<file path="src/soc_map_pkg.sv">
package soc_map_pkg;

    localparam int NUM_SLAVES  = 5;

    localparam int SEL_RAM0    = 0;
    localparam int SEL_RAM1    = 1;
    localparam int SEL_GPIO    = 2;
    localparam int SEL_TIMER   = 3;
    localparam int SEL_DEFAULT = 4;

    typedef logic [NUM_SLAVES-1:0] slave_sel_t;

    // RAM regions decode on the top nibble only, so each RAM repeats through its region.
    localparam logic [31:0] RAM0_BASE       = 32'h0000_0000;
    localparam int          RAM0_ADDR_WIDTH = 14;
    localparam logic [31:0] RAM1_BASE       = 32'h2000_0000;
    localparam int          RAM1_ADDR_WIDTH = 12;

    localparam logic [31:0] GPIO_BASE  = 32'h4000_0000; // One 4 KB page each.
    localparam logic [31:0] TIMER_BASE = 32'h4000_1000;

    localparam logic [11:0] GPIO_IN_OFS     = 12'h000;
    localparam logic [11:0] GPIO_OUT_OFS    = 12'h004;
    localparam logic [11:0] TIMER_COUNT_OFS = 12'h000;
    localparam logic [11:0] TIMER_CMP_OFS   = 12'h004;
    localparam logic [11:0] TIMER_STAT_OFS  = 12'h008;

    localparam int GPIO_WIDTH = 16;

endpackage

</file>
<file path="src/ahb_decoder.sv">
`timescale 1ns/1ns

module ahb_decoder (
    input  logic [31:0]             haddr,
    output soc_map_pkg::slave_sel_t hsel
);

    logic ram0_hit;
    logic ram1_hit;
    logic gpio_hit;
    logic timer_hit;

    assign ram0_hit  = haddr[31:28] == soc_map_pkg::RAM0_BASE[31:28];
    assign ram1_hit  = haddr[31:28] == soc_map_pkg::RAM1_BASE[31:28];
    assign gpio_hit  = haddr[31:12] == soc_map_pkg::GPIO_BASE[31:12];
    assign timer_hit = haddr[31:12] == soc_map_pkg::TIMER_BASE[31:12];

    // The regions do not overlap, but the chain keeps the select one-hot regardless.
    always_comb begin
        hsel = '0;
        if (ram0_hit) begin
            hsel[soc_map_pkg::SEL_RAM0] = 1'b1;
        end else if (ram1_hit) begin
            hsel[soc_map_pkg::SEL_RAM1] = 1'b1;
        end else if (gpio_hit) begin
            hsel[soc_map_pkg::SEL_GPIO] = 1'b1;
        end else if (timer_hit) begin
            hsel[soc_map_pkg::SEL_TIMER] = 1'b1;
        end else begin
            hsel[soc_map_pkg::SEL_DEFAULT] = 1'b1; // Unmapped space.
        end
    end

endmodule

</file>
<file path="config.mk">
export PLATFORM = sky130hd
export DESIGN_NAME = ahb_decoder
export DESIGN_NICKNAME = d
export VERILOG_FILES = /design/src/soc_map_pkg.sv /design/src/ahb_decoder.sv
export SDC_FILE = /design/constraint.sdc
export NUM_CORES = 1
export LEC_CHECK = 0
export ABC_CLOCK_PERIOD_IN_PS = 800
export BUFFER_PORTS_ARGS = -buffer_cell sky130_fd_sc_hd__buf_2
export CORE_AREA = 2 2 39 41
export DETAILED_ROUTE_END_ITERATION = 6
export DIE_AREA = 0 0 41 43
export GPL_TIMING_DRIVEN = 0
export MAX_ROUTING_LAYER = met4
export PLACE_DENSITY_LB_ADDON = 0.05
export SYNTH_ARGS = -nofsm -noshare
export SYNTH_HDL_FRONTEND = slang
export SYNTH_SLANG_ARGS = --single-unit
</file>
<file path="constraint.sdc">
create_clock -name vclk -period 0.8
set_clock_uncertainty 0.05 [all_clocks]
set_input_delay 0 -clock vclk [all_inputs]
set_output_delay 0 -clock vclk [all_outputs]
set_load 0.02 [all_outputs]
</file>
# After elaboration in Yosys (flattened, before gate mapping)
# Index checks and enable logic that the tools add are counted.
[op_classes] n_reduce_logical=1 n_eq_ne=3 muxes=8
[ops] cell="20-bit by 19-bit equality test with 1-bit output, second input constant" n=2
[ops] cell="1-bit 2-to-1 mux" n=5
[ops] cell="4-bit by 2-bit equality test with 1-bit output, second input constant" n=1
[ops] cell="4-bit zero test" n=1
[ops] cell="4-bit 2-to-1 mux" n=1
[ops] cell="3-bit 2-to-1 mux" n=1
[ops] cell="2-bit 2-to-1 mux" n=1
[totals] wordCells=12 inputBits=32 regBits=0

# Depth between registers and ports, before layout
[logic_depth] ltp_word=5 ltp_mapped=3

# Worst setup path before layout
# No wires, ideal clock.
[synth_timing] path_type="input to output" startpoint="input port haddr[17]" endpoint="output port hsel[2]" path_buffers=0 setup_slack_ps=-174 arrival_ps=924 path_stages=3 path_cell_list="nor4_1 -> nand4_1 -> nor3_1"
[synth_via] elab_chain_cells=4
[synth_rtl] element="start, declared" line="ahb_decoder.sv:4" source="input logic [31:0] haddr,"
[synth_rtl] element="20-bit by 19-bit equality test with 1-bit output" line="ahb_decoder.sv:15" source="assign gpio_hit = haddr[31:12] == soc_map_pkg::GPIO_BASE[31:12];"
[synth_rtl] element="1-bit 2-to-1 mux" line="ahb_decoder.sv:25" source="end else if (gpio_hit) begin"
[synth_rtl] element="3-bit 2-to-1 mux" line="ahb_decoder.sv:23" source="end else if (ram1_hit) begin"
[synth_rtl] element="4-bit 2-to-1 mux" line="ahb_decoder.sv:21" source="if (ram0_hit) begin"
[synth_rtl] element="end, declared" line="ahb_decoder.sv:5" source="output soc_map_pkg::slave_sel_t hsel"
# Every way passes these cells.

# Worst setup path after layout
[layout_timing] startpoint="input port haddr[21]" endpoint="output port hsel[4]"
[layout_via] elab_chain_cells=5 elab_cells_between_ends=6 classes_between="2 x eq/ne; 4 x mux"
[layout_rtl] element="20-bit by 19-bit equality test with 1-bit output" line="ahb_decoder.sv:16" source="assign timer_hit = haddr[31:12] == soc_map_pkg::TIMER_BASE[31:12];"
[layout_rtl] element="1-bit 2-to-1 mux" line="ahb_decoder.sv:27" source="end else if (timer_hit) begin"
[layout_rtl] element="2-bit 2-to-1 mux (*)" line="ahb_decoder.sv:25"
[layout_rtl] element="3-bit 2-to-1 mux (*)" line="ahb_decoder.sv:23"
[layout_rtl] element="4-bit 2-to-1 mux (*)" line="ahb_decoder.sv:21"
# Every way passes the cells marked *; elsewhere a longest branch is shown, timed or not.

==> reports/metrics.csv <==
metric,value,unit
Final #Nets,74,
setup TNS,-0.4929,ns
Critical Path Start Type,primary input,
area of the multi-input gates,142.6,µm²
I/O pin count,37,
Layout fillers,168,
cell area after synthesis,106.4,µm²
worst-path fanout max,3,
library cells used by synthesis,10,
top post-synthesis cells by area,"nor4_2, nor3_1, nor4_1, o21ba_1, buf_4",
crit-path cells,"buf_6, nor4_4, nand4_1, o21ba_1, buf_6",
slowest CP cell,nor4_4,
DR WL met3,63,µm
area added between synthesis and finish,232.9,%
outcome,"complete, but fails checks",
Worst Setup End Kind,output pin,
Critical Path RT,0.75,ns
Antenna Cells,0,
failing checks,setup timing,
drt drc,0,
Congestion Overflow GR,0,
Die Ht,43,µm
core area,1384,µm²
sequential share of the synthesized area,0,%
Cell Pwr Density,373.0,nW/µm²
routed wl met2,298,µm
Syn Nets,47,
highest metal used,met3,
largest net degree at the start of global routing,4,
Fin Hold WS,0.2257,ns
layout cells sized above 1,82.50,%
max cap viols,0,
Final GP Congestion,0.5511,
DIE AREA,1763,µm²
Synth top area share,35.29,%
Overall Global Routing Usage,6.755,%
Avg WL per Cell,9.482,µm
Finished Cell Area,354.1,µm²
number of sequential cells,0,
Worst Hold Class,primary input to output pin,
Post-Synthesis Cells,15,
Metal-1 WL,168,µm
initial core utilization,7.685,%
die width,41,µm
hold depth,3,
Tmin final,0.9731,ns
Storage cell area,0,µm²
Yosys Warn Count,0,
Slew @ Worst Pin,0.2485,ns
fmax,1028,MHz
CLK BUF,0,
CP Data Arrival Time,0.92,ns
Pleak,0.1533,nW
max incr delay on CP,0.25,ns
Synth Area per Inst,7.090,µm²
Setup Viol. Count Final,3,
hold path start,haddr[12],
drt pass-1 iters,1,
"most used cell, CP",buf_6,
DR iter-0 viols,0,
DRT antenna net count,0,
post-CTS setup repair buffer count,0,
fin crit share,121.6,%
Relative slew margins,83.28,%
Routed WL,531,µm
worst setup margin,-0.1731,ns
Post-DP Area,261.5,µm²
Setup CP Type,primary input to output pin,
"Hold Violations, Final",0,
Slew Limit Fails,0,
vias per cell,3.804,
number of global-route vias before repair,214,
cts hold-fix bufs,0,
initial antenna violation count,0,
RSZ-0062 raised after global routing,yes,
leading area contributor after synthesis,nor4_2,
WHS Endpoint,hsel[2],
peak supply drop,0.08190,mV
port buffer count,25,
via count,213,
row count,14,
first-pass GRT wire length,855,µm
[power breakdown]
group | total (mW) | leakage [nW] | internal (mW) | switching, mW
logic | 0.132 | 0.153 | 0.0768 | 0.0553
registers | 0 | 0 | 0 | 0
clock network | 0 | 0 | 0 | 0
[per-layer routing]
metal,global-route usage [%],up-vias
met3,0,0
met5,-,-
met2,14.06,12
li1,-,110
met4,0,0
met1,6.646,91
[timing repair]
action | 4_1_cts | 5_1_grt
resized for setup | 13 | 3
endpoints found under the hold margin | 0 | 0
pin swaps | 6 | 2
cloned | 0 | 0
endpoints found under the setup margin | 3 | 4
[cells by family (layout without fill, tap and decap cells)]
| kind of cell | after synthesis | in the layout | share of synthesized area (%) |
|---|---|---|---|
| AND/OR/NAND/NOR | 12 | 12 | 80.00 |
| buffers and inverters | 2 | 27 | 10.59 |
| AO/OA/AOI/OAI | 1 | 1 | 9.412 |
[how the worst max path moves through the flow]
| stage | from | end | cells after the start |
|---|---|---|---|
| 2_1_floorplan | haddr[17] | hsel[2] | 3 |
| 6_report | haddr[21] | hsel[4] | 5 |
| 3_3_place_gp | haddr[17] | hsel[4] | 5 |
| 4_1_cts | haddr[22] | hsel[4] | 5 |
| 3_5_place_dp | haddr[17] | hsel[4] | 5 |
| 5_1_grt | haddr[22] | hsel[4] | 5 |
[critical path: cells and delay by family]
family,cells,cell delay (ns)
AO/OA/AOI/OAI,1,0.24
buffers and inverters,2,0.22
AND/OR/NAND/NOR,2,0.46
[area by class of cell]
cell class / instances / share of cell area [%]
inverter: 1 / 1.060
tap: 16 / 5.654
multi-input combinational: 13 / 40.28
buffer: 1 / 2.120
timing repair buffer: 25 / 50.88
[cell usage in the layout, fill, tap and decap left out, drive strengths merged]
| cell type | instances |
|---|---|
| and2 | 1 |
| buf | 26 |
| inv | 1 |
| nand2 | 1 |
| nand4 | 1 |
| nor2 | 1 |
| nor3 | 3 |
| nor4 | 5 |
| o21ba | 1 |
[Yosys cell counts]
master	number
and2_1	1
buf_4	1
inv_1	1
nand2_1	1
nand4_1	1
nor2_1	1
nor3_1	3
nor4_1	2
nor4_2	3
o21ba_1	1
[stage by stage]
stage          cells  utilization, %  setup WS (ns)  total power, mW
2_1_floorplan     15               -       -0.04777          0.02382
3_3_place_gp      56           18.90        -0.2700          0.08619
3_5_place_dp      56           18.90        -0.2757          0.08870
4_1_cts           56           24.14        -0.1951           0.1230
5_1_grt           56           25.59        -0.2308           0.1438
6_report          56           25.59        -0.1731           0.1321
Note: power is estimated with default switching activity, not from simulation.
