<file path="src/ahb_pkg.sv">
package ahb_pkg;

    typedef enum logic [1:0] {
        HTRANS_IDLE   = 2'b00,
        HTRANS_BUSY   = 2'b01,
        HTRANS_NONSEQ = 2'b10,
        HTRANS_SEQ    = 2'b11
    } htrans_t;

    typedef enum logic [2:0] {
        HSIZE_BYTE = 3'b000,
        HSIZE_HALF = 3'b001,
        HSIZE_WORD = 3'b010
    } hsize_t;

    typedef enum logic {
        HRESP_OKAY  = 1'b0,
        HRESP_ERROR = 1'b1
    } hresp_t;

    // Master request. hwdata belongs to the previous address phase.
    typedef struct packed {
        logic [31:0] haddr;
        htrans_t     htrans;
        hsize_t      hsize;
        logic        hwrite;
        logic [31:0] hwdata;
    } ahb_req_t;

    typedef struct packed {
        logic [31:0] hrdata;
        logic        hready;
        hresp_t      hresp;
    } ahb_resp_t;

    localparam ahb_resp_t RESP_IDLE = '{hrdata: 32'h0, hready: 1'b1, hresp: HRESP_OKAY};

    // BUSY and IDLE carry no transfer.
    function automatic logic trans_active(input htrans_t htrans);
        return (htrans == HTRANS_NONSEQ) || (htrans == HTRANS_SEQ);
    endfunction

endpackage

</file>
<file path="src/soc_map_pkg.sv">
package soc_map_pkg;

    localparam int NUM_SLAVES  = 5;

    localparam int SEL_RAM0    = 0;
    localparam int SEL_RAM1    = 1;
    localparam int SEL_GPIO    = 2;
    localparam int SEL_TIMER   = 3;
    localparam int SEL_DEFAULT = 4;

    typedef logic [NUM_SLAVES-1:0] slave_sel_t;

    // RAM regions decode on the top nibble only, so each RAM repeats through its region.
    localparam logic [31:0] RAM0_BASE       = 32'h0000_0000;
    localparam int          RAM0_ADDR_WIDTH = 14;
    localparam logic [31:0] RAM1_BASE       = 32'h2000_0000;
    localparam int          RAM1_ADDR_WIDTH = 12;

    localparam logic [31:0] GPIO_BASE  = 32'h4000_0000; // One 4 KB page each.
    localparam logic [31:0] TIMER_BASE = 32'h4000_1000;

    localparam logic [11:0] GPIO_IN_OFS     = 12'h000;
    localparam logic [11:0] GPIO_OUT_OFS    = 12'h004;
    localparam logic [11:0] TIMER_COUNT_OFS = 12'h000;
    localparam logic [11:0] TIMER_CMP_OFS   = 12'h004;
    localparam logic [11:0] TIMER_STAT_OFS  = 12'h008;

    localparam int GPIO_WIDTH = 16;

endpackage

</file>
<file path="src/ahb_gpio_slave.sv">
`timescale 1ns/1ns

module ahb_gpio_slave (
    input  logic                               HCLK,
    input  logic                               rst_n,
    input  logic                               hsel,
    input  logic                               hready,
    input  ahb_pkg::ahb_req_t                  req,
    input  logic [soc_map_pkg::GPIO_WIDTH-1:0] gpio_in,
    output logic [soc_map_pkg::GPIO_WIDTH-1:0] gpio_out,
    output ahb_pkg::ahb_resp_t                 resp
);

    logic [soc_map_pkg::GPIO_WIDTH-1:0] in_meta;
    logic [soc_map_pkg::GPIO_WIDTH-1:0] in_sync;
    logic [soc_map_pkg::GPIO_WIDTH-1:0] out_q;
    logic [9:0]                         ofs_q;
    logic                               write_q;
    logic                               accept;

    assign accept = hsel && hready && ahb_pkg::trans_active(req.htrans);

    always_ff @(posedge HCLK) begin
        if (accept) begin
            ofs_q <= req.haddr[11:2]; // Word offset within the page.
        end
    end

    always_ff @(posedge HCLK or negedge rst_n) begin
        if (!rst_n) begin
            in_meta <= '0;
            in_sync <= '0;
            out_q   <= '0;
            write_q <= 1'b0;
        end else begin
            in_meta <= gpio_in; // Pins are asynchronous to HCLK.
            in_sync <= in_meta;
            if (hready) begin
                write_q <= accept && req.hwrite;
            end
            if (write_q && hready && ofs_q == soc_map_pkg::GPIO_OUT_OFS[11:2]) begin
                out_q <= req.hwdata[soc_map_pkg::GPIO_WIDTH-1:0];
            end
        end
    end

    always_comb begin
        resp.hready = 1'b1;
        resp.hresp  = ahb_pkg::HRESP_OKAY;
        case (ofs_q)
            soc_map_pkg::GPIO_IN_OFS[11:2]:
                resp.hrdata = {{(32 - soc_map_pkg::GPIO_WIDTH){1'b0}}, in_sync};
            soc_map_pkg::GPIO_OUT_OFS[11:2]:
                resp.hrdata = {{(32 - soc_map_pkg::GPIO_WIDTH){1'b0}}, out_q};
            default:
                resp.hrdata = 32'h0;
        endcase
    end

    assign gpio_out = out_q;

endmodule

</file>
<file path="config.mk">
export PLATFORM = sky130hd
export DESIGN_NAME = ahb_gpio_slave
export DESIGN_NICKNAME = d
export VERILOG_FILES = /design/src/ahb_pkg.sv /design/src/soc_map_pkg.sv /design/src/ahb_gpio_slave.sv
export SDC_FILE = /design/constraint.sdc
export NUM_CORES = 1
export LEC_CHECK = 0
export ABC_CLOCK_PERIOD_IN_PS = 1650
export BUFFER_PORTS_ARGS = -buffer_cell sky130_fd_sc_hd__buf_2
export CAP_MARGIN = 25
export CORE_MARGIN = 8
export CORE_UTILIZATION = 38
export DETAILED_ROUTE_END_ITERATION = 8
export PLACE_DENSITY_LB_ADDON = 0.3
export SLEW_MARGIN = 20
export SYNTH_ARGS = -nofsm -noshare
export SYNTH_HDL_FRONTEND = slang
export SYNTH_SLANG_ARGS = --single-unit
</file>
<file path="constraint.sdc">
create_clock -name HCLK -period 1.65 [get_ports HCLK]
set_input_delay 0 -clock HCLK [delete_from_list [all_inputs] [get_ports HCLK]]
set_output_delay 0 -clock HCLK [all_outputs]
set_load 0.03 [all_outputs]
</file>
* Yosys cells after proc, flatten, opt, wreduce, memory -nomap -nowiden
Cells that the tools add are included.
Storage, ports and cells: flip-flop bits (word level) 59, latch bits 0, RAM bits 0, ROM bits 0, output and inout bits 50, logic and storage cells 16, memories 0
Operators by class: add/sub/neg operators 0, $mul 0, div/mod/pow operators 0, order comparisons 0, eq/ne operators 3, shift-type cells 0, mux-type cells 1, bitwise logic cells 0, reduce and logical (&&, ||, !) cells 7
Operator list (count):
- 16-bit case mux with 2 select lines | 1
- 10-bit by 1-bit == test with 1-bit output, second input constant | 1
- 10-bit zero test | 1
- 1-bit logical AND | 5
- 2-bit == test, second input constant | 2
- 1-bit logical OR | 1

* Depth between registers and ports, before layout
depth in word-level cells 4, mapped depth 6

* Worst setup path after synthesis
OpenSTA, ideal clock, no wires.
path kind register -> register, from register ofs_q[5], to register out_q (netlist bit gpio_out[10]), library setup time 125 ps, arrival 1434 ps, required time 1525 ps, setup slack 91 ps, stages on the path, launching flop included 6, path buffers 2, clock period less this slack 1559 ps, cells stage by stage edfxtp_1 > nor4_1 > and4_1 > buf_6 > buf_12 > mux2_4
On the way: cells in the longest elaborated chain, start to end 2
Ends and longest elaborated chain:
- start: declaration | line ahb_gpio_slave.sv:17 | logic [9:0] ofs_q;
- start signal: assignment | line ahb_gpio_slave.sv:25 | ofs_q <= req.haddr[11:2];
- 10-bit by 1-bit == test with 1-bit output | line ahb_gpio_slave.sv:41 | if (write_q && hready && ofs_q == soc_map_pkg::GPIO_OUT_OFS[11:2]) begin
- 1-bit logical AND | line ahb_gpio_slave.sv:41
- end signal: assignment | line ahb_gpio_slave.sv:42 | out_q <= req.hwdata[soc_map_pkg::GPIO_WIDTH-1:0];
- end: declaration | line ahb_gpio_slave.sv:16 | logic [soc_map_pkg::GPIO_WIDTH-1:0] out_q;
No other way between the ends. A chain may end at the register's enable or synchronous reset.

==> flow_metrics.tcl <==
set metrics [dict create \
    dpl.hpwl_mm 3.44 \
    grt_pass1_wl_mm 8.83 \
    dr.pass1.iters 4 \
    die_h_um 92.3 \
    ios 140 \
    grt_pass1_vias 1740 \
    synth.most_common_cell "dfrtp_1" \
    placed_cell_area_um2 2640 \
    core_um2 5570 \
    p_int_mw 2.30 \
    synth_flop_cell "dfrtp_1" \
    fin_nets 367 \
    cp_slowest_cell "edfxtp_1" \
    critical_path_class "reg -> out" \
    vias_per_cell 4.26 \
    synth_warnings 0 \
    synthDistinctLibCells 19 \
    fin_ws_ns -0.0675 \
    power.density_nw_per_um2 833 \
    clock_latency_ns 0.32 \
    crit_arrival_ns 1.72 \
    combPwrFrac_pct 9.5 \
    place_inst 292 \
    crit_family "simple AND/OR/NAND/NOR gates" \
    p_leak_nw 1.71 \
    clock_sinks 59 \
    max_freq_ghz 0.582 \
    start_kind "register" \
    post-place-ws_ns -0.0487 \
    drv_slew 0 \
    finish.instance_area_um2 3560 \
    violations "setup timing" \
    design_power_total_mw 2.96 \
    hold_class "in -> async" \
    wl_per_cell_um 15.5 \
    synth_area_leaders "dfrtp_1 (55%), edfxtp_1 (14%), mux2i_1 (7.2%)" \
    diodes 0 \
    synth_top_cell_area_share_pct 55.4 \
    clk_pin_slew_worst_paths_ns 0.06 \
    ys_ff_latch 59 \
    die_area_um2 8520 \
    end_kind "output pin" \
    yosysSeqAreaShare_pct 69.0 \
    setup_viol 16 \
    sequentialPowerShare_pct 52.5 \
    finalHoldViolCount 0 \
    worstPathRequired_ns 1.65 \
    syn_avg_cell_area_um2 15.7 \
    finClkSkew_ns 0.00309 \
    syn_area_um2 2210 \
    numPortBuffers 79 \
    cap_violations 0 \
    syn_inst 141 \
    drt_iter0_drc 29 \
    cts_max_level 3 \
    antenna_found_initial 0 \
    yosysTopAreaCell "dfrtp_1" \
    async_flop_share_pct 83.1 \
    rsz0062_at_grt "yes" \
    timing.final.crit_share_pct 104 \
    path_max_fanout 4 \
    drc 0 \
    gp_congestion 0.717 \
    overflow 0 \
    track_usage_pct 13.7 \
    cts_made_buffers 9 \
    synth_edf_count 10 \
    vias 1507 \
    peakVddDrop_v 0.000585 \
    root_buffer "clkbuf_8" \
    period_minus_slack_ns 1.72 \
    clockBufferDepth 2 \
    cpPeakStageDelay_ns 0.38 \
    switchingPower_mw 0.665 \
    drtAntennaViolNets 0 \
    worst-path-buf-inv 3 \
    fin_cells 354 \
    status "complete, but fails checks" \
    core.rowCount 27 \
    grt_max_degree 50 \
    p_clk_share_pct 38.1 \
    die_width_um 92.3 \
    initial_core_util_pct 39.7 \
    synth_commonest_cells "dfrtp_1 (49), buf_4 (18), nor2_1 (17), mux2i_1 (16)" \
    cts_tree "yes" \
    sw_frac_of_total_pct 22.5 \
    crit_path_cell_trace "nor4_2 > buf_4 > nand3_4 > buf_8 > nor2_4 > buf_6" \
    wirelength_mm 5.50 \
    final_layout_size_suffix_gt1_share_pct 48.2 \
    area_growth_pct 60.8 \
]
==> final timing paths <==
| check | from | endpoint | slack (ns) | cells after the start |
|---|---|---|---|---|
| max reg2reg | ofs_q[5] | gpio_out[1] | 0.03 | 4 |
| min reg2reg | in_meta[12] | in_sync[12] | 0.35 | 0 |
| max | ofs_q[5] | resp[16] | -0.07 | 6 |
| max in group asynchronous | rst_n | in_sync[7] | 1.23 | 3 |
| min in group HCLK | gpio_in[10] | in_meta[10] | 0.31 | 2 |
| min | rst_n | gpio_out[15] | 0.20 | 3 |
==> metrics by stage <==
step                      util, %  setup TNS, ns  hold WS (ns)
after CTS                    62.4          -1.64         0.182
after floorplan                 -              0        -0.296
after global routing         63.8          -2.16         0.232
final                        63.8         -0.823         0.203
after detailed placement     47.3         -0.456      0.000676
after global placement       47.3         -0.310       0.00141
==> kinds of logic (layout without fill, tap and decap cells) <==
kind of cell	Yosys count	in the layout	share of synthesized area [%]
flip-flops	59	59	69.0
multiplexers	32	32	17.1
buffers and inverters	24	149	8.60
AND/OR/NAND/NOR	23	23	4.58
other	2	18	0.339
AO/OA/AOI/OAI	1	1	0.396
==> flip-flops by register name, indices dropped and copies added, names as in the netlist <==
| signal | flops |
|---|---|
| gpio_out | 16 |
| in_sync | 16 |
| ofs_q | 10 |
| in_meta | 16 |
| write_q | 1 |
==> area by class of cell <==
type / instances / area, um^2
clock inverter: 2 / 10.0
sequential: 59 / 1530
inverter: 1 / 3.75
multi-input combinational: 74 / 707
tap: 72 / 90.1
timing repair buffer: 132 / 1060
clock buffer: 14 / 163
fill: 420 / 2020
==> layout by cell type, fill, tap and decap left out, types with 6 or more instances in the layout <==
master          n
dlygate4sd3_1  45
mux2_2          6
edfxtp_1       10
conb_1         18
mux2_4         10
nor2_4         16
dfrtp_1        49
mux2i_1        16
buf_6          17
clkbuf_8       11
buf_2          63
==> repair_timing <==
action | 4_1_cts | 5_1_grt
endpoints found under the setup margin | 31 | 31
pin swaps | 7 | 9
setup buffers | 0 | 0
hold endpoints to repair | 92 | 0
resized for setup | 62 | 19
hold buffers | 45 | 0
gates cloned | 1 | 0
==> worst reg2reg max path: cells and delay by family (launching register included) <==
family / cells / cell delay (ns)
buf+inv: 1 / 0.16
flops: 1 / 0.38
mux: 1 / 0.35
simple gates: 2 / 0.62
==> power groups by stage <==
stage          clock network [mW]  logic (mW)  registers (mW)
2_1_floorplan                   0       0.122            1.58
3_3_place_gp                    0       0.178            1.58
3_5_place_dp                    0       0.181            1.58
4_1_cts                      1.17       0.272            1.55
5_1_grt                      1.24       0.304            1.56
6_report                     1.13       0.280            1.55
==> layer usage <==
| metal | share of wire, % | vias to the layer above | GRT usage (%) |
|---|---|---|---|
| li1 | - | 713 | - |
| met1 | 37 | 721 | 13.6 |
| met2 | 53 | 60 | 23.7 |
| met3 | 7.3 | 13 | 4.92 |
| met4 | 2.9 | 0 | 8.86 |
| met5 | 0 | - | 0 |
No activity file was read; power rests on OpenSTA's default activity.
