$ cat config.mk
export PLATFORM = sky130hd
export DESIGN_NAME = ahb_timer_slave
export DESIGN_NICKNAME = d
export VERILOG_FILES = /design/src/ahb_pkg.sv /design/src/soc_map_pkg.sv /design/src/ahb_timer_slave.sv
export SDC_FILE = /design/constraint.sdc
export NUM_CORES = 1
export LEC_CHECK = 0
export ABC_AREA = 1
export BUFFER_PORTS_ARGS = -buffer_cell sky130_fd_sc_hd__buf_4
export CORE_MARGIN = 3
export CORE_UTILIZATION = 49
export DETAILED_ROUTE_END_ITERATION = 8
export GPL_ROUTABILITY_DRIVEN = 0
export PLACE_DENSITY_LB_ADDON = 0.05
export SYNTH_ARGS = -nofsm -noshare
export SYNTH_HDL_FRONTEND = slang
export SYNTH_SLANG_ARGS = --single-unit
$ cat constraint.sdc
create_clock -name HCLK -period 1.8 [get_ports HCLK]
set_input_delay 0.18 -clock HCLK [delete_from_list [all_inputs] [get_ports HCLK]]
set_output_delay 0.18 -clock HCLK [all_outputs]
set_load 0.005 [all_outputs]
$ cat src/ahb_pkg.sv
package ahb_pkg;

    typedef enum logic [1:0] {
        HTRANS_IDLE   = 2'b00,
        HTRANS_BUSY   = 2'b01,
        HTRANS_NONSEQ = 2'b10,
        HTRANS_SEQ    = 2'b11
    } htrans_t;

    typedef enum logic [2:0] {
        HSIZE_BYTE = 3'b000,
        HSIZE_HALF = 3'b001,
        HSIZE_WORD = 3'b010
    } hsize_t;

    typedef enum logic {
        HRESP_OKAY  = 1'b0,
        HRESP_ERROR = 1'b1
    } hresp_t;

    // Master request. hwdata belongs to the previous address phase.
    typedef struct packed {
        logic [31:0] haddr;
        htrans_t     htrans;
        hsize_t      hsize;
        logic        hwrite;
        logic [31:0] hwdata;
    } ahb_req_t;

    typedef struct packed {
        logic [31:0] hrdata;
        logic        hready;
        hresp_t      hresp;
    } ahb_resp_t;

    localparam ahb_resp_t RESP_IDLE = '{hrdata: 32'h0, hready: 1'b1, hresp: HRESP_OKAY};

    // BUSY and IDLE carry no transfer.
    function automatic logic trans_active(input htrans_t htrans);
        return (htrans == HTRANS_NONSEQ) || (htrans == HTRANS_SEQ);
    endfunction

endpackage

$ cat src/soc_map_pkg.sv
package soc_map_pkg;

    localparam int NUM_SLAVES  = 5;

    localparam int SEL_RAM0    = 0;
    localparam int SEL_RAM1    = 1;
    localparam int SEL_GPIO    = 2;
    localparam int SEL_TIMER   = 3;
    localparam int SEL_DEFAULT = 4;

    typedef logic [NUM_SLAVES-1:0] slave_sel_t;

    // RAM regions decode on the top nibble only, so each RAM repeats through its region.
    localparam logic [31:0] RAM0_BASE       = 32'h0000_0000;
    localparam int          RAM0_ADDR_WIDTH = 14;
    localparam logic [31:0] RAM1_BASE       = 32'h2000_0000;
    localparam int          RAM1_ADDR_WIDTH = 12;

    localparam logic [31:0] GPIO_BASE  = 32'h4000_0000; // One 4 KB page each.
    localparam logic [31:0] TIMER_BASE = 32'h4000_1000;

    localparam logic [11:0] GPIO_IN_OFS     = 12'h000;
    localparam logic [11:0] GPIO_OUT_OFS    = 12'h004;
    localparam logic [11:0] TIMER_COUNT_OFS = 12'h000;
    localparam logic [11:0] TIMER_CMP_OFS   = 12'h004;
    localparam logic [11:0] TIMER_STAT_OFS  = 12'h008;

    localparam int GPIO_WIDTH = 16;

endpackage

$ cat src/ahb_timer_slave.sv
`timescale 1ns/1ns

module ahb_timer_slave (
    input  logic               HCLK,
    input  logic               rst_n,
    input  logic               hsel,
    input  logic               hready,
    input  ahb_pkg::ahb_req_t  req,
    output ahb_pkg::ahb_resp_t resp,
    output logic               timer_irq
);

    logic [9:0]  ofs_q;
    logic        write_q;
    logic [31:0] count_q;
    logic [31:0] count_next;
    logic [31:0] cmp_q;
    logic        match_q;
    logic        wr_en;
    logic        accept;

    assign accept = hsel && hready && ahb_pkg::trans_active(req.htrans);
    assign wr_en  = write_q && hready;

    always_ff @(posedge HCLK) begin
        if (accept) begin
            ofs_q <= req.haddr[11:2];
        end
    end

    // A bus write to the count overrides the increment for that cycle.
    always_comb begin
        count_next = count_q + 32'd1;
        if (wr_en && ofs_q == soc_map_pkg::TIMER_COUNT_OFS[11:2]) begin
            count_next = req.hwdata;
        end
    end

    always_ff @(posedge HCLK or negedge rst_n) begin
        if (!rst_n) begin
            write_q <= 1'b0;
            count_q <= 32'h0;
            cmp_q   <= 32'h0;
            match_q <= 1'b0;
        end else begin
            count_q <= count_next;
            if (hready) begin
                write_q <= accept && req.hwrite;
            end
            if (wr_en && ofs_q == soc_map_pkg::TIMER_CMP_OFS[11:2]) begin
                cmp_q <= req.hwdata;
            end
            // Match is taken as the count steps onto the compare value, so a new hit wins over a clear.
            if (count_next == cmp_q) begin
                match_q <= 1'b1;
            end else if (wr_en && ofs_q == soc_map_pkg::TIMER_STAT_OFS[11:2] && req.hwdata[0]) begin
                match_q <= 1'b0;
            end
        end
    end

    always_comb begin
        resp.hready = 1'b1;
        resp.hresp  = ahb_pkg::HRESP_OKAY;
        case (ofs_q)
            soc_map_pkg::TIMER_COUNT_OFS[11:2]: resp.hrdata = count_q;
            soc_map_pkg::TIMER_CMP_OFS[11:2]:   resp.hrdata = cmp_q;
            soc_map_pkg::TIMER_STAT_OFS[11:2]:  resp.hrdata = {31'h0, match_q};
            default:                            resp.hrdata = 32'h0;
        endcase
    end

    assign timer_irq = match_q;

endmodule

---- Word level (Yosys, flattened, before mapping) ----
Index checks and enable logic that the tools add are counted.
storage, ports and cells
  register bits after elaboration ......... 76
  input port bits ......................... 74
  output and inout port bits .............. 35
  logic and storage cells ................. 26
cells by class
  add/subtract/negate cells ............... 1
  eq/ne operators ......................... 5
  multiplexer cells ....................... 4
  reduce and logical (&&, ||, !) cells .... 11
operator list
  operator                 number
  $pmux W32 S3             1
  $add A32 B1 Y32 const B  1
  $eq A32 B32 Y1           1
  $mux W32                 1
  $eq A10 B1 Y1 const B    1
  $eq A10 B2 Y1 const B    1
  $logic_not A10 Y1        1
  $logic_and A1 B1 Y1      8
  $eq A2 B2 Y1 const B     2
  $mux W1                  2
  $reduce_bool A2 Y1       1
  $logic_or A1 B1 Y1       1

---- Longest topological paths before layout ----
  depth after elaboration ................. 5
  mapped depth ............................ 17
  gate-level depth less buffers ........... 17

---- Worst setup path after synthesis ----
Ideal clock, no wire load.
  kind .................................... register to register
  start point ............................. register count_q[1]
  end point ............................... register match_q (netlist: timer_irq)
  setup time .............................. 0.065 ns
  arrival time ............................ 1.734 ns
  required time ........................... 1.735 ns
  setup slack ............................. 0.001 ns
  stages on the path, launching flop included .. 18
  path buffers ............................ 0
  clock period less this slack ............ 1.799 ns
  cells stage by stage .................... dfrtp_1 ha_1 nand2_2 nor2_4 nand2_2 nor2_4 nand2_2 nand2_1 nand2_1 nand2_1 nand2_1 nand2_1 nand2_1 nor2_1 nand2_1 nor2_1 nand3_1 nand2_1
between the ends
  cells in the longest elaborated chain, start to end .. 4
  elaborated cells between the ends (all ways) .. 5
  classes of those cells .................. 1 x add/sub; 1 x eq/ne; 2 x mux; 1 x reduce/logical
ends and longest elaborated chain
  item                                                  line                   text
  start: declaration                                    ahb_timer_slave.sv:15  logic [31:0] count_q;
  start signal: assignment                              ahb_timer_slave.sv:46  count_q <= count_next;
  $add A32 B1 Y32 *                                     ahb_timer_slave.sv:33  count_next = count_q + 32'd1;
  $mux W32 *                                            ahb_timer_slave.sv:34  if (wr_en && ofs_q == soc_map_pkg::TIMER_COUNT_OFS[11:2]) begin
  $eq A32 B32 Y1 *                                      ahb_timer_slave.sv:54  if (count_next == cmp_q) begin
  $mux W1 / $reduce_bool A2 Y1 (equally long branches)  --
  end signal: assignment                                ahb_timer_slave.sv:44  match_q <= 1'b0;
  end signal: assignment                                ahb_timer_slave.sv:55  match_q <= 1'b1;
  end signal: assignment                                ahb_timer_slave.sv:57  match_q <= 1'b0;
  end: declaration                                      ahb_timer_slave.sv:18  logic match_q;
Mark *: on every way between the ends. The rest lies on a longest branch, timed or not.
A chain may end at the register's enable or synchronous reset.

---- Worst setup path in the final report ----
  start point ............................. register count_q[7]
  end point ............................... register count_q[31]
between the ends
  cells in the longest elaborated chain, start to end .. 2
ends and longest elaborated chain
  item                line                   text
  $add A32 B1 Y32     ahb_timer_slave.sv:33
  $mux W32            ahb_timer_slave.sv:34
  net count_next[31]  ahb_timer_slave.sv:16  logic [31:0] count_next;
The timed path passes the listed nets, and every way through them passes these cells.

==> metrics.md <==
| Metric | Value |
|---|---|
| Status | `finished, violations left` |
| Violated checks | `setup timing` |
| Final Cell Area | `7830 um2` |
| Post-synthesis cell type count | `33` |
| Gate Count Post-Synth | `771` |
| Number of synthesized flops with an enable pin | `10` |
| Max-slew violations | `0` |
| Mux cell area share after synthesis | `0` |
| Final antenna-violating net count | `0` |
| CP endpoint | `count_q[31]` |
| Synth Area in Compound Gates | `0.0825` |
| CTS Root Cell | `clkbuf_8` |
| Max-cap violations | `0` |
| Most frequent cell after synthesis | `nand2_1` |
| Clock power share | `0.301` |
| Grt total ovfl | `0` |
| Die Ht | `107 um` |
| Total track usage | `0.302` |
| Peak VDD IR | `0.000652 V` |
| Critical R2R Launch | `count_q[7]` |
| Antenna violations before repair | `0` |
| Sw frac | `0.336` |
| Worst setup margin | `-446 ps` |
| Synth top area cells | `dfrtp_1, nand2_1, inv_1` |
| Largest family of logic cells by synthesized area | `simple AND/OR/NAND/NOR gates` |
| Slowest library cell on the worst path | `dfrtp_1` |
| Drt first pass iters | `6` |
| Post-synth ARST share | `0.868` |
| Minimum clock period | `2250 ps` |
| Clock Skew | `11.5 ps` |
| NetSw | `0.00140 W` |
| Setup crit start kind | `flip-flop` |
| Top FF cell, synth | `dfrtp_1` |
| Critical-path cell list | `nand2_1 -> nor2_2 -> nand2_1 -> nor2_4 -> buf_4 -> nand2_1 -> nand2_1 -> nand2_1 -> nand2_2 -> nand2_2 -> buf_4 -> buf_4 -> buf_4 -> buf_4 -> buf_4 -> inv_1` |
| Post-synthesis register bit count | `76` |
| Comb power frac | `0.235` |
| Synth warnings | `0` |
| Fin. Hold Viols | `0` |
| XOR/XNOR Fraction of Synth Area | `0.00696` |
| Post-synth top area share | `0.328` |
| Worst EP required | `2130 ps` |
| Reg2Reg Capture Point | `count_q[31]` |
| Die X-Extent | `107 um` |
| Synth Area in Adders | `0.00249` |
| Num rows | `36` |
| Area leader, netlist | `dfrtp_1` |
| CP startpoint | `count_q[7]` |
| Initial Util | `0.510` |
| Vias per cell | `5.29` |
| Max Fclk | `0.445 GHz` |
| Worst Setup End Kind | `flip-flop` |
| ANT cells | `0` |
| Int Power | `0.00276 W` |
| Peak fanout along the critical path | `4` |
| H-tree levels | `3` |
| Leakage | `4.06 nW` |
| CTS tree | `built` |
| Final nets | `1048` |
| Longest Clk Path Bufs | `2` |
| Syn Nets | `846` |
| # IOs | `109` |
| Pwr Density | `531 nW/um2` |
| Clk_lat worst skew | `390 ps` |
| Initial drt markers | `405` |
| First-pass GRT wire length | `27.0 mm` |
| Share of layout cells above drive strength 1 | `0.359` |
| Crit Path Class | `flip-flop to flip-flop` |
| Synth Area per Inst | `6.53 um2` |
| CORE AREA | `9860 um2` |
| Final Setup Violations | `36` |
| Reg clk slew, reported paths | `90 ps` |
| Syn Std Cell Area | `5030 um2` |
| # DRC | `0` |
| Worst Hold Class | `input port to flip-flop` |
| Register area share after synthesis | `0.388` |
| Clock buffer count from CTS | `9` |
| Cell repeated most along the worst path | `buf_4` |
| Post-DP HPWL | `11.4 mm` |
| Arr. time, crit path | `2580 ps` |
| Simple-gate share of the synthesized area | `0.398` |
| Die area | `11500 um2` |
| Final period util | `1.25` |
| IO Port Bufs | `80` |
| RSZ-0062 raised after global routing | `true` |
| Flop2flop setup slack | `-450 ps` |
| CP peak stage delay | `440 ps` |
| Cells on worst reg2reg path | `16` |
| FILL cells | `678` |
| Vias | `5878` |
| Vias in the first global route | `5668` |
| Largest net degree at the start of global routing | `43` |
| DP Area | `6320 um2` |
| Routed wire per std cell | `15.9 um` |
| Reg power frac | `0.463` |
| CTS Sinks | `76` |
| Drt total wl | `17.7 mm` |
| Top cells by count, synth | `nand2_1, inv_1, dfrtp_1` |
| Final setup TNS | `-11650 ps` |
| P&R area growth vs syn | `55.5%` |
## power groups by stage
stage / logic (W) / clock network, W / registers, W
finish: 0.000977 / 0.00125 / 0.00192
global route: 0.00109 / 0.00134 / 0.00194
CTS: 0.000902 / 0.00128 / 0.00192
detailed placement: 0.000824 / 0 / 0.00195
global placement: 0.000794 / 0 / 0.00195
floorplan: 0.000463 / 0 / 0.00192
## routing by layer
| metal | wire [um] | part of all wire | vias up | track usage |
|---|---|---|---|---|
| met3 | 1390 | 0.079 | 55 | 0.0642 |
| met1 | 7140 | 0.40 | 2758 | 0.378 |
| met4 | 675 | 0.038 | 0 | 0.120 |
| met5 | 0 | 0 | - | 0 |
| li1 | - | - | 2813 | - |
| met2 | 8450 | 0.48 | 252 | 0.510 |
## cell type report
class                   instances  area, um2  area share
clock inverters                 7       51.3     0.00655
flip-flops and latches         76       1960       0.250
well taps                     133        166      0.0213
clock buffers                   9        124      0.0158
repair buffers                213       1960       0.250
inverters                     131        497      0.0635
multi-input cells             542       3080       0.393
## state kept, by name (all words and copies together), names as in the netlist
register / count
write_q: 1
ofs_q: 10
cmp_q: 32
count_q: 32
timer_irq: 1
## cells by family after synthesis
kind of cell / after synthesis
simple gates: 462
buf+inv: 153
flops: 76
compound gates: 73
xor+xnor: 4
other cells: 2
fa+ha+maj: 1
## worst max-delay path, delay by kind of cell (launching register included)
family	cells	cell delay, ps
and+or+nand+nor	9	930
buffers and inverters	7	790
DFF	1	440
## through the flow
| step | utilization | std cells | power (W) | worst slack, ps | hold WS, ps |
|---|---|---|---|---|---|
| after global placement | 0.641 | 1040 | 0.00274 | -247 | 151 |
| after detailed placement | 0.641 | 1040 | 0.00277 | -310 | 155 |
| after CTS | 0.741 | 1092 | 0.00410 | -312 | 29.2 |
| after global routing | 0.794 | 1111 | 0.00436 | -534 | 47.8 |
| after floorplan | - | 771 | 0.00239 | 0.922 | -116 |
| final | 0.794 | 1111 | 0.00415 | -446 | 44.7 |
## placed cells by master, fill, tap and decap left out, drive strengths merged, types with 2 or more instances in the layout
cell type	netlist	layout
o22ai	27	27
xor2	3	3
dlygate4sd3	0	13
nand4	18	18
nand3	67	67
a21oi	6	6
nand2	301	301
o21ai	36	36
clkbuf	12	11
buf	10	198
inv	130	132
dfrtp	66	66
nor2	74	74
conb	2	2
clkinv	1	5
edfxtp	10	10
## how the worst min path moves through the flow
stage	start	to	slack, ps	depth (start not counted)
after floorplan	rst_n	cmp_q[0]	-120	0
after global placement	rst_n	cmp_q[5]	150	1
after detailed placement	rst_n	cmp_q[5]	150	1
after CTS	req[3]	cmp_q[3]	30	3
after global routing	req[2]	cmp_q[2]	50	3
final	req[2]	cmp_q[2]	40	3
## what timing repair did
action / 4_1_cts / 5_1_grt
endpoints found under the setup margin: 33 / 48
endpoints found under the hold margin: 40 / 0
hold buffers: 13 / 0
pin swaps: 15 / 51
resized for setup: 107 / 98
gates cloned: 2 / 2
setup buffers: 22 / 18
No activity file was read; power rests on OpenSTA's default activity.
