[src/ahb_pkg.sv]
package ahb_pkg;

    typedef enum logic [1:0] {
        HTRANS_IDLE   = 2'b00,
        HTRANS_BUSY   = 2'b01,
        HTRANS_NONSEQ = 2'b10,
        HTRANS_SEQ    = 2'b11
    } htrans_t;

    typedef enum logic [2:0] {
        HSIZE_BYTE = 3'b000,
        HSIZE_HALF = 3'b001,
        HSIZE_WORD = 3'b010
    } hsize_t;

    typedef enum logic {
        HRESP_OKAY  = 1'b0,
        HRESP_ERROR = 1'b1
    } hresp_t;

    // Master request. hwdata belongs to the previous address phase.
    typedef struct packed {
        logic [31:0] haddr;
        htrans_t     htrans;
        hsize_t      hsize;
        logic        hwrite;
        logic [31:0] hwdata;
    } ahb_req_t;

    typedef struct packed {
        logic [31:0] hrdata;
        logic        hready;
        hresp_t      hresp;
    } ahb_resp_t;

    localparam ahb_resp_t RESP_IDLE = '{hrdata: 32'h0, hready: 1'b1, hresp: HRESP_OKAY};

    // BUSY and IDLE carry no transfer.
    function automatic logic trans_active(input htrans_t htrans);
        return (htrans == HTRANS_NONSEQ) || (htrans == HTRANS_SEQ);
    endfunction

endpackage

[src/soc_map_pkg.sv]
package soc_map_pkg;

    localparam int NUM_SLAVES  = 5;

    localparam int SEL_RAM0    = 0;
    localparam int SEL_RAM1    = 1;
    localparam int SEL_GPIO    = 2;
    localparam int SEL_TIMER   = 3;
    localparam int SEL_DEFAULT = 4;

    typedef logic [NUM_SLAVES-1:0] slave_sel_t;

    // RAM regions decode on the top nibble only, so each RAM repeats through its region.
    localparam logic [31:0] RAM0_BASE       = 32'h0000_0000;
    localparam int          RAM0_ADDR_WIDTH = 14;
    localparam logic [31:0] RAM1_BASE       = 32'h2000_0000;
    localparam int          RAM1_ADDR_WIDTH = 12;

    localparam logic [31:0] GPIO_BASE  = 32'h4000_0000; // One 4 KB page each.
    localparam logic [31:0] TIMER_BASE = 32'h4000_1000;

    localparam logic [11:0] GPIO_IN_OFS     = 12'h000;
    localparam logic [11:0] GPIO_OUT_OFS    = 12'h004;
    localparam logic [11:0] TIMER_COUNT_OFS = 12'h000;
    localparam logic [11:0] TIMER_CMP_OFS   = 12'h004;
    localparam logic [11:0] TIMER_STAT_OFS  = 12'h008;

    localparam int GPIO_WIDTH = 16;

endpackage

[src/ahb_resp_mux.sv]
`timescale 1ns/1ns

module ahb_resp_mux (
    input  logic                    HCLK,
    input  logic                    rst_n,
    input  soc_map_pkg::slave_sel_t hsel,
    input  ahb_pkg::htrans_t        htrans,
    input  ahb_pkg::ahb_resp_t      ram0_resp,
    input  ahb_pkg::ahb_resp_t      ram1_resp,
    input  ahb_pkg::ahb_resp_t      gpio_resp,
    input  ahb_pkg::ahb_resp_t      timer_resp,
    input  ahb_pkg::ahb_resp_t      dflt_resp,
    output ahb_pkg::ahb_resp_t      bus_resp
);

    soc_map_pkg::slave_sel_t dsel; // Owner of the current data phase.

    // The select only advances when the current data phase completes.
    always_ff @(posedge HCLK or negedge rst_n) begin
        if (!rst_n) begin
            dsel <= '0;
        end else if (bus_resp.hready) begin
            dsel <= ahb_pkg::trans_active(htrans) ? hsel : '0;
        end
    end

    always_comb begin
        if (dsel[soc_map_pkg::SEL_RAM0]) begin
            bus_resp = ram0_resp;
        end else if (dsel[soc_map_pkg::SEL_RAM1]) begin
            bus_resp = ram1_resp;
        end else if (dsel[soc_map_pkg::SEL_GPIO]) begin
            bus_resp = gpio_resp;
        end else if (dsel[soc_map_pkg::SEL_TIMER]) begin
            bus_resp = timer_resp;
        end else if (dsel[soc_map_pkg::SEL_DEFAULT]) begin
            bus_resp = dflt_resp;
        end else begin
            bus_resp = ahb_pkg::RESP_IDLE; // Nothing pending.
        end
    end

endmodule

[config.mk]
export PLATFORM = sky130hd
export DESIGN_NAME = ahb_resp_mux
export DESIGN_NICKNAME = d
export VERILOG_FILES = /design/src/ahb_pkg.sv /design/src/soc_map_pkg.sv /design/src/ahb_resp_mux.sv
export SDC_FILE = /design/constraint.sdc
export NUM_CORES = 1
export LEC_CHECK = 0
export ABC_AREA = 1
export BUFFER_PORTS_ARGS = -buffer_cell sky130_fd_sc_hd__buf_2
export CORE_AREA = 2 2 82 84
export CTS_CLUSTER_DIAMETER = 150
export DETAILED_ROUTE_END_ITERATION = 12
export DIE_AREA = 0 0 84 86
export PLACE_DENSITY = 0.71
export SETUP_SLACK_MARGIN = 0.05
export SYNTH_ARGS = -nofsm -noshare
export SYNTH_HDL_FRONTEND = slang
export SYNTH_SLANG_ARGS = --single-unit
[constraint.sdc]
create_clock -name HCLK -period 3.85 [get_ports HCLK]
set_clock_uncertainty 0.2 [all_clocks]
set_input_delay 0.5775 -clock HCLK [delete_from_list [all_inputs] [get_ports HCLK]]
set_output_delay 0.5775 -clock HCLK [all_outputs]
set_load 0.02 [all_outputs]
Word-level counts from Yosys, hierarchy flattened
Index checks and enable logic that the tools add are counted.

word-level totals
  bits in registers = 5
  latch bits = 0
  RAM bits = 0
  memory bits (read-only) = 0
  input port bits = 179
  output and inout bits = 34
  logic and storage cells = 10
  memories = 0

operators by class
  $add $sub $neg = 0
  multipliers = 0
  divide/modulo/power cells = 0
  order comparisons = 0
  equality and inequality tests = 2
  shift-type cells = 0
  multiplexer cells = 6
  bitwise operators = 0
  reductions and logical operators = 1

operators by type and width
  cell                number
  $mux 34             5
  $mux 5              1
  $eq 2x2->1 const B  2
  $logic_or 1x1->1    1

Longest topological paths before layout
Gate-level depths: netlist (run 1).

  depth in word-level cells = 5
  mapped depth = 9
  gate-level depth less buffers = 9

Worst setup path after synthesis (run 1)
No wires, ideal clock.

  path kind = flip-flop to output port
  start point = register dsel[3]
  end point = output bus_resp[23] (netlist bit)
  data arrival time = 1.160 ns
  data required time = 3.072 ns
  path slack = 1.913 ns
  stages on the path, launching flop included = 8
  buffers on the path = 2
  cells stage by stage = dfrtp_1 -> buf_6 -> nor2_8 -> buf_4 -> a21oi_1 -> o21ai_1 -> nand2_1 -> nand2_1

RTL lines
  what                      line                source
  start: declaration        ahb_resp_mux.sv:16  soc_map_pkg::slave_sel_t dsel;
  start signal: assignment  ahb_resp_mux.sv:23  dsel <= ahb_pkg::trans_active(htrans) ? hsel : '0;
  end: declaration          ahb_resp_mux.sv:13  output ahb_pkg::ahb_resp_t bus_resp

==> results of run 1 <==
## cells in the final DEF (no fill, tap or decap), types with 3 or more instances in the layout
master / synthesis / final
inv_1: 8 / 8
buf_2: 11 / 211
clkbuf_8: 0 / 3
a21oi_1: 35 / 35
nor2_1: 101 / 101
o21ai_0: 14 / 14
buf_4: 5 / 4
dfrtp_1: 5 / 4
nand3_1: 5 / 5
nand2_1: 184 / 184
o21ai_1: 19 / 19
## cell type report
type | count | area, µm²
fill | 714 | 3400
clock buffer | 4 | 45.0
tap | 77 | 96.3
inverter | 10 | 37.5
sequential | 5 | 126
multi-input combinational | 361 | 1480
timing repair buffer | 216 | 1100
## worst reg2reg max path, delay by kind of cell (launching register included)
| family | cells | cell delay (ps) |
|---|---|---|
| DFF | 1 | 570 |
| and+or+nand+nor | 8 | 1070 |
## logic make-up after synthesis
kind of cell	share of synthesized area (%)
flops	6.88
compound gates	18.7
buf+inv	11.9
simple gates	62.5
## stage by stage
stage	hold WS [ps]	cell area (µm²)	worst slack, ps	util (%)
floorplan	81.9	1820	1910	-
global placement	198	2820	1200	45.0
detailed placement	197	2820	1170	45.0
CTS	321	2880	930	45.9
global route	371	2880	701	45.9
finish	321	2880	937	45.9
## what timing repair did
item,in CTS,in global routing
hold endpoints to repair,5,0
setup endpoints to repair,0,0
hold buffers,1,0
gates resized for setup,0,0
## worst max path at each step
stage | to | cells past startpoint | slack, ps
after floorplan | bus_resp[23] | 7 | 1910
after global placement | bus_resp[14] | 8 | 1200
after detailed placement | bus_resp[14] | 8 | 1170
after CTS | bus_resp[14] | 8 | 930
after global routing | bus_resp[14] | 8 | 700
final | bus_resp[14] | 8 | 940
## layer usage
| metal | vias to the layer above | global-route usage (%) |
|---|---|---|
| li1 | 1635 | - |
| met1 | 1237 | 21.3 |
| met2 | 128 | 38.0 |
| met3 | 0 | 1.92 |
| met4 | 0 | 2.64 |
| met5 | - | 0 |
## power breakdown
| group | internal, mW | switching, mW |
|---|---|---|
| clock | 0.0711 | 0.0255 |
| combinational | 0.600 | 1.12 |
| sequential | 0.0721 | 0.0709 |
==> impl_metrics.ini, run 1 <==
[status]
outcome = complete, no violations

[global_routing]
grt_max_degree = 40
grt_antenna_before_repair = 0
grt_overflow = 0
grtUsageTotal_pct = 18.7
grt_pass1_vias = 2843
grt_pass1_wl_mm = 11.7

[timing]
rsz0062_at_grt = false
fin_crit_ps = 2910
tightestPinTransition_ps = 671
fin_crit_sh_pct = 75.7
setup_viol = 0
drv_slew = 0
relSlewSlack_pct = 55.3
setup_tns_ps = 0
fmax_mhz = 343
finalHoldViolCount = 0

[setup_path]
crit_family = buffers and inverters
rr_worst_depth = 8
path_buf_inv = 3
ff2ff_setup_slack_ps = 1890
rr_endpoint = dsel[3]
slowest_delay_ps = 440
crit_path_top_delay_cell = inv_2
startpoint = dsel[2]
path_cells = inv_2 -> buf_4 -> nand2_1 -> a21oi_1 -> o21ai_1 -> nand2_1 -> nand2_1 -> buf_2
critical_path.startpoint_type = flip-flop
arrival_ps = 2140
r2r-start = dsel[3]
crit_fanout = 35
crit_top_cell = nand2_1
endpoint_kind = primary output
crit_required_ps = 3070
crit_type = flip-flop to primary output

[cts]
clock-sinks = 5
cts_tree = yes
cts-htree-levels = 1
cts_made_buffers = 3
post_cts_buffers = 0
clk_pin_slew_worst_paths_ps = 40
clockBufferDepth = 2
clockRootBuffer = clkbuf_8
insertion_delay_ps = 220

[finish]
biggestRegsByFlops = dsel: 5 flops
antenna_cells = 0
drive_above_1_share_pct = 37.6
fin_cells = 673
area_growth_syn_to_layout_pct = 58.3
largest_reg_flops = 5
top_register = dsel
nNetsFinal = 776

[detailed_routing]
wl_met2_mm = 3.67
routed.top_layer = met3
drt-met1-wl_mm = 2.98
vias = 3000
post_drt_wl_per_cell_um = 10.7
vias_per_cell = 4.46
drt_iter0_drc = 106
first_pass_iters = 4
ant_nets = 0
drc = 0
routed_wl_mm = 7.18
wl_met3_um = 526

[yosys]
syn_nets = 584
ys_top_cells_by_area = nand2_1 38%, nor2_1 21%, a21oi_1 9.6%
netlist_top_cells_count = 184 x nand2_1, 101 x nor2_1, 35 x a21oi_1
synth_edf_count = 0
yosysWarnings = 0
syn_area_mm2 = 0.00182
yosysSeqAreaShare_pct = 6.88
async_flop_share_pct = 100
synth_cells = 405
synthFlopType = dfrtp_1
synth_most_common_cell = nand2_1
yosysTopAreaCell = nand2_1
syn_avg_cell_area_um2 = 4.49
synth-seq-cells = 5
synthDistinctLibCells = 15
synth_top_cell_area_share_pct = 38.0

[power]
power_mw = 1.96
power_density_mw_per_mm2 = 681
p_leak_nw = 1.87
ir_drop_mv = 0.431

[place]
numPortBuffers = 211
place_inst = 668
gp_congestion = 0.827
hpwl_mm = 5.54

[floorplan]
die_h_um = 86
initial_utilization_pct = 29.0
ios = 213
row_count = 29
core-area_mm2 = 0.00628
die_w_um = 84
die_area_mm2 = 0.00722

[hold_path]
worstHoldEndpoint = dsel[4]
hold_path_startpoint = dsel[4]
hp-class = flip-flop to flip-flop
min_delay_path_depth = 2

[run]
drv_cap = 0
Note: power is estimated with default switching activity, not from simulation.
==> run 2, diff against run 1 <==
ABC_AREA = 0   (was 1)
PLACE_DENSITY = 0.73   (was 0.71)
clock period = 2.3 ns   (was 3.85 ns; I/O delays follow)
==> run 2 against run 1 <==
Non-clock buffer count up 13. Power up 110%. Register-to-register slack worse by 1500 ps. Area after synthesis down 3.9%.
==> impl_metrics.ini, run 2 <==
[run]
drv_cap = 0

[setup_path]
path_cells = buf_12 -> a221oi_2 -> nor3_1 -> a221o_1 -> buf_2
arrival_ps = 1730
endpoint_kind = primary output
crit_path_top_delay_cell = dfrtp_2
crit_fanout = 19
crit_type = flip-flop to primary output
slowest_delay_ps = 480
critical_path.startpoint_type = flip-flop
crit_required_ps = 1750

[detailed_routing]
ant_nets = 0
post_drt_wl_per_cell_um = 16.5
drt-met1-wl_mm = 3.10
drc = 0
first_pass_iters = 4
routed.top_layer = met4
vias = 2584
drt_iter0_drc = 69
wl_met3_um = 543
routed_wl_mm = 8.04
vias_per_cell = 5.30
wl_met2_mm = 4.15

[yosys]
async_flop_share_pct = 100
yosysWarnings = 0
syn_nets = 385
yosysSeqAreaShare_pct = 7.16
synthDistinctLibCells = 28
yosysTopAreaCell = a221oi_2
synthFlopType = dfrtp_1
synth_most_common_cell = nor3_1
ys_top_cells_by_area = a221oi_2 26%, a221o_1 18%, nor2b_1 11%
syn_area_mm2 = 0.00175
synth_edf_count = 0
netlist_top_cells_count = 33 x nor3_1, 32 x a221o_1, 32 x nor2b_1
synth_cells = 206
syn_avg_cell_area_um2 = 8.49
synth-seq-cells = 5
synth_top_cell_area_share_pct = 25.8

[place]
place_inst = 476
numPortBuffers = 211
hpwl_mm = 5.97
gp_congestion = 0.894

[cts]
cts_made_buffers = 3
clockRootBuffer = clkbuf_8
insertion_delay_ps = 220
cts_tree = yes
cts-htree-levels = 1
clockBufferDepth = 2
clock-sinks = 5
clk_pin_slew_worst_paths_ps = 30

[floorplan]
die_h_um = 86
die_w_um = 84
row_count = 29
core-area_mm2 = 0.00628
die_area_mm2 = 0.00722
ios = 213
initial_utilization_pct = 27.8

[finish]
ff_latch_area_um2 = 128
fin_cells = 488
biggestRegsByFlops = dsel: 5 flops
nNetsFinal = 591
fill_cells = 599
largest_reg_flops = 5
antenna_cells = 0
multi_input_area_mm2 = 0.00154
area_growth_syn_to_layout_pct = 82.5
top_register = dsel
final_cell_mix = 200 x buf_2, 32 x nor2b_1, 32 x a221o_1, 29 x nor3_1, 25 x a221oi_2
drive_above_1_share_pct = 67.2
final_common_cell = buf_2

[timing]
fin_crit_ps = 2270
rsz0062_at_grt = true
drv_slew = 0
relSlewSlack_pct = 77.9
fmax_mhz = 440
setup_viol = 0
holdWs_ps = 160
fin_crit_sh_pct = 98.9
setup_tns_ps = 0
finalHoldViolCount = 0
tightestPinTransition_ps = 331

[status]
outcome = complete, no violations

[global_routing]
grt_overflow = 0
grt_pass1_wl_mm = 12.0
grt_max_degree = 42
grt_antenna_before_repair = 0
grtUsageTotal_pct = 20.3
grt_pass1_vias = 2531

[hold_path]
hp-class = primary input to flip-flop

[power]
ir_drop_mv = 0.836
power_density_mw_per_mm2 = 1290
p_leak_nw = 1.55
run 2: changes by cell type in the layout (fill, tap and decap cells not counted), moves of 26 or more:
cell	previous run	this run
a221o_1	0	32
nor2_1	101	1
a21oi_1	35	9
nor2b_1	0	32
nand2_1	184	8
nor3_1	0	29
run 2: cell families after synthesis:
group,synth area share [%]
DFF,7.16
AOI/OAI and AO/OA,51.9
muxes,1.72
and+or+nand+nor,26.1
buffers and inverters,13.2
run 2: path summary, 6_finish.rpt:
kind,slack (ps),cells after the start,from,endpoint
hold reg to reg,480,3,dsel[1],dsel[1]
min in group asynchronous,270,2,rst_n,dsel[4]
setup / recovery,30,5,dsel[3],bus_resp[0]
hold / removal,160,2,ram0_resp[1],dsel[0]
max in group asynchronous,1480,2,rst_n,dsel[3]
setup reg to reg,430,6,dsel[3],dsel[4]
run 2: layout make-up:
class	count	area share [%]
tap	77	3.02
timing repair buffer	229	42.7
inverter	5	0.588
multi-input combinational	168	48.3
clock buffer	4	1.41
sequential	5	4.00
run 2: worst max-delay path, delay by kind of cell, from the launching register on:
kind / cells / cell delay, ps
compound gates: 2 / 550
buf+inv: 2 / 370
flops: 1 / 480
simple gates: 1 / 80
run 2: power by group:
part | total (mW) | internal (mW) | leakage [nW] | switching, mW
Combinational | 3.78 | 1.77 | 1.46 | 2.01
Sequential | 0.184 | 0.126 | 0.0615 | 0.0581
Clock | 0.161 | 0.119 | 0.0228 | 0.0425
Total | 4.13 | 2.02 | 1.55 | 2.11
run 2: repair_timing:
| item | CTS | global route |
|---|---|---|
| endpoints found under the hold margin | 5 | 0 |
| buffers inserted | 5 | 0 |
| pin swaps | 0 | 4 |
| setup endpoints to repair | 34 | 34 |
| cloned | 2 | 0 |
| resized for setup | 5 | 40 |
| hold buffers | 1 | 0 |
run 2: metal layers:
| metal | global-route usage (%) | vias to the layer above |
|---|---|---|
| li1 | - | 1250 |
| met3 | 2.41 | 22 |
| met2 | 38.5 | 146 |
| met1 | 23.2 | 1166 |
| met4 | 7.48 | 0 |
| met5 | 0 | - |
run 2: stage by stage:
| step | total power [mW] | setup slack, ps | util, % | cell area, µm² |
|---|---|---|---|---|
| final | 4.13 | 25.3 | 50.8 | 3190 |
| after global routing | 4.42 | -40.2 | 50.8 | 3190 |
| after CTS | 3.79 | 17.7 | 47.7 | 3000 |
| after detailed placement | 3.38 | -339 | 44.6 | 2800 |
| after global placement | 3.32 | -252 | 44.6 | 2800 |
| after floorplan | 2.60 | 223 | - | 1750 |
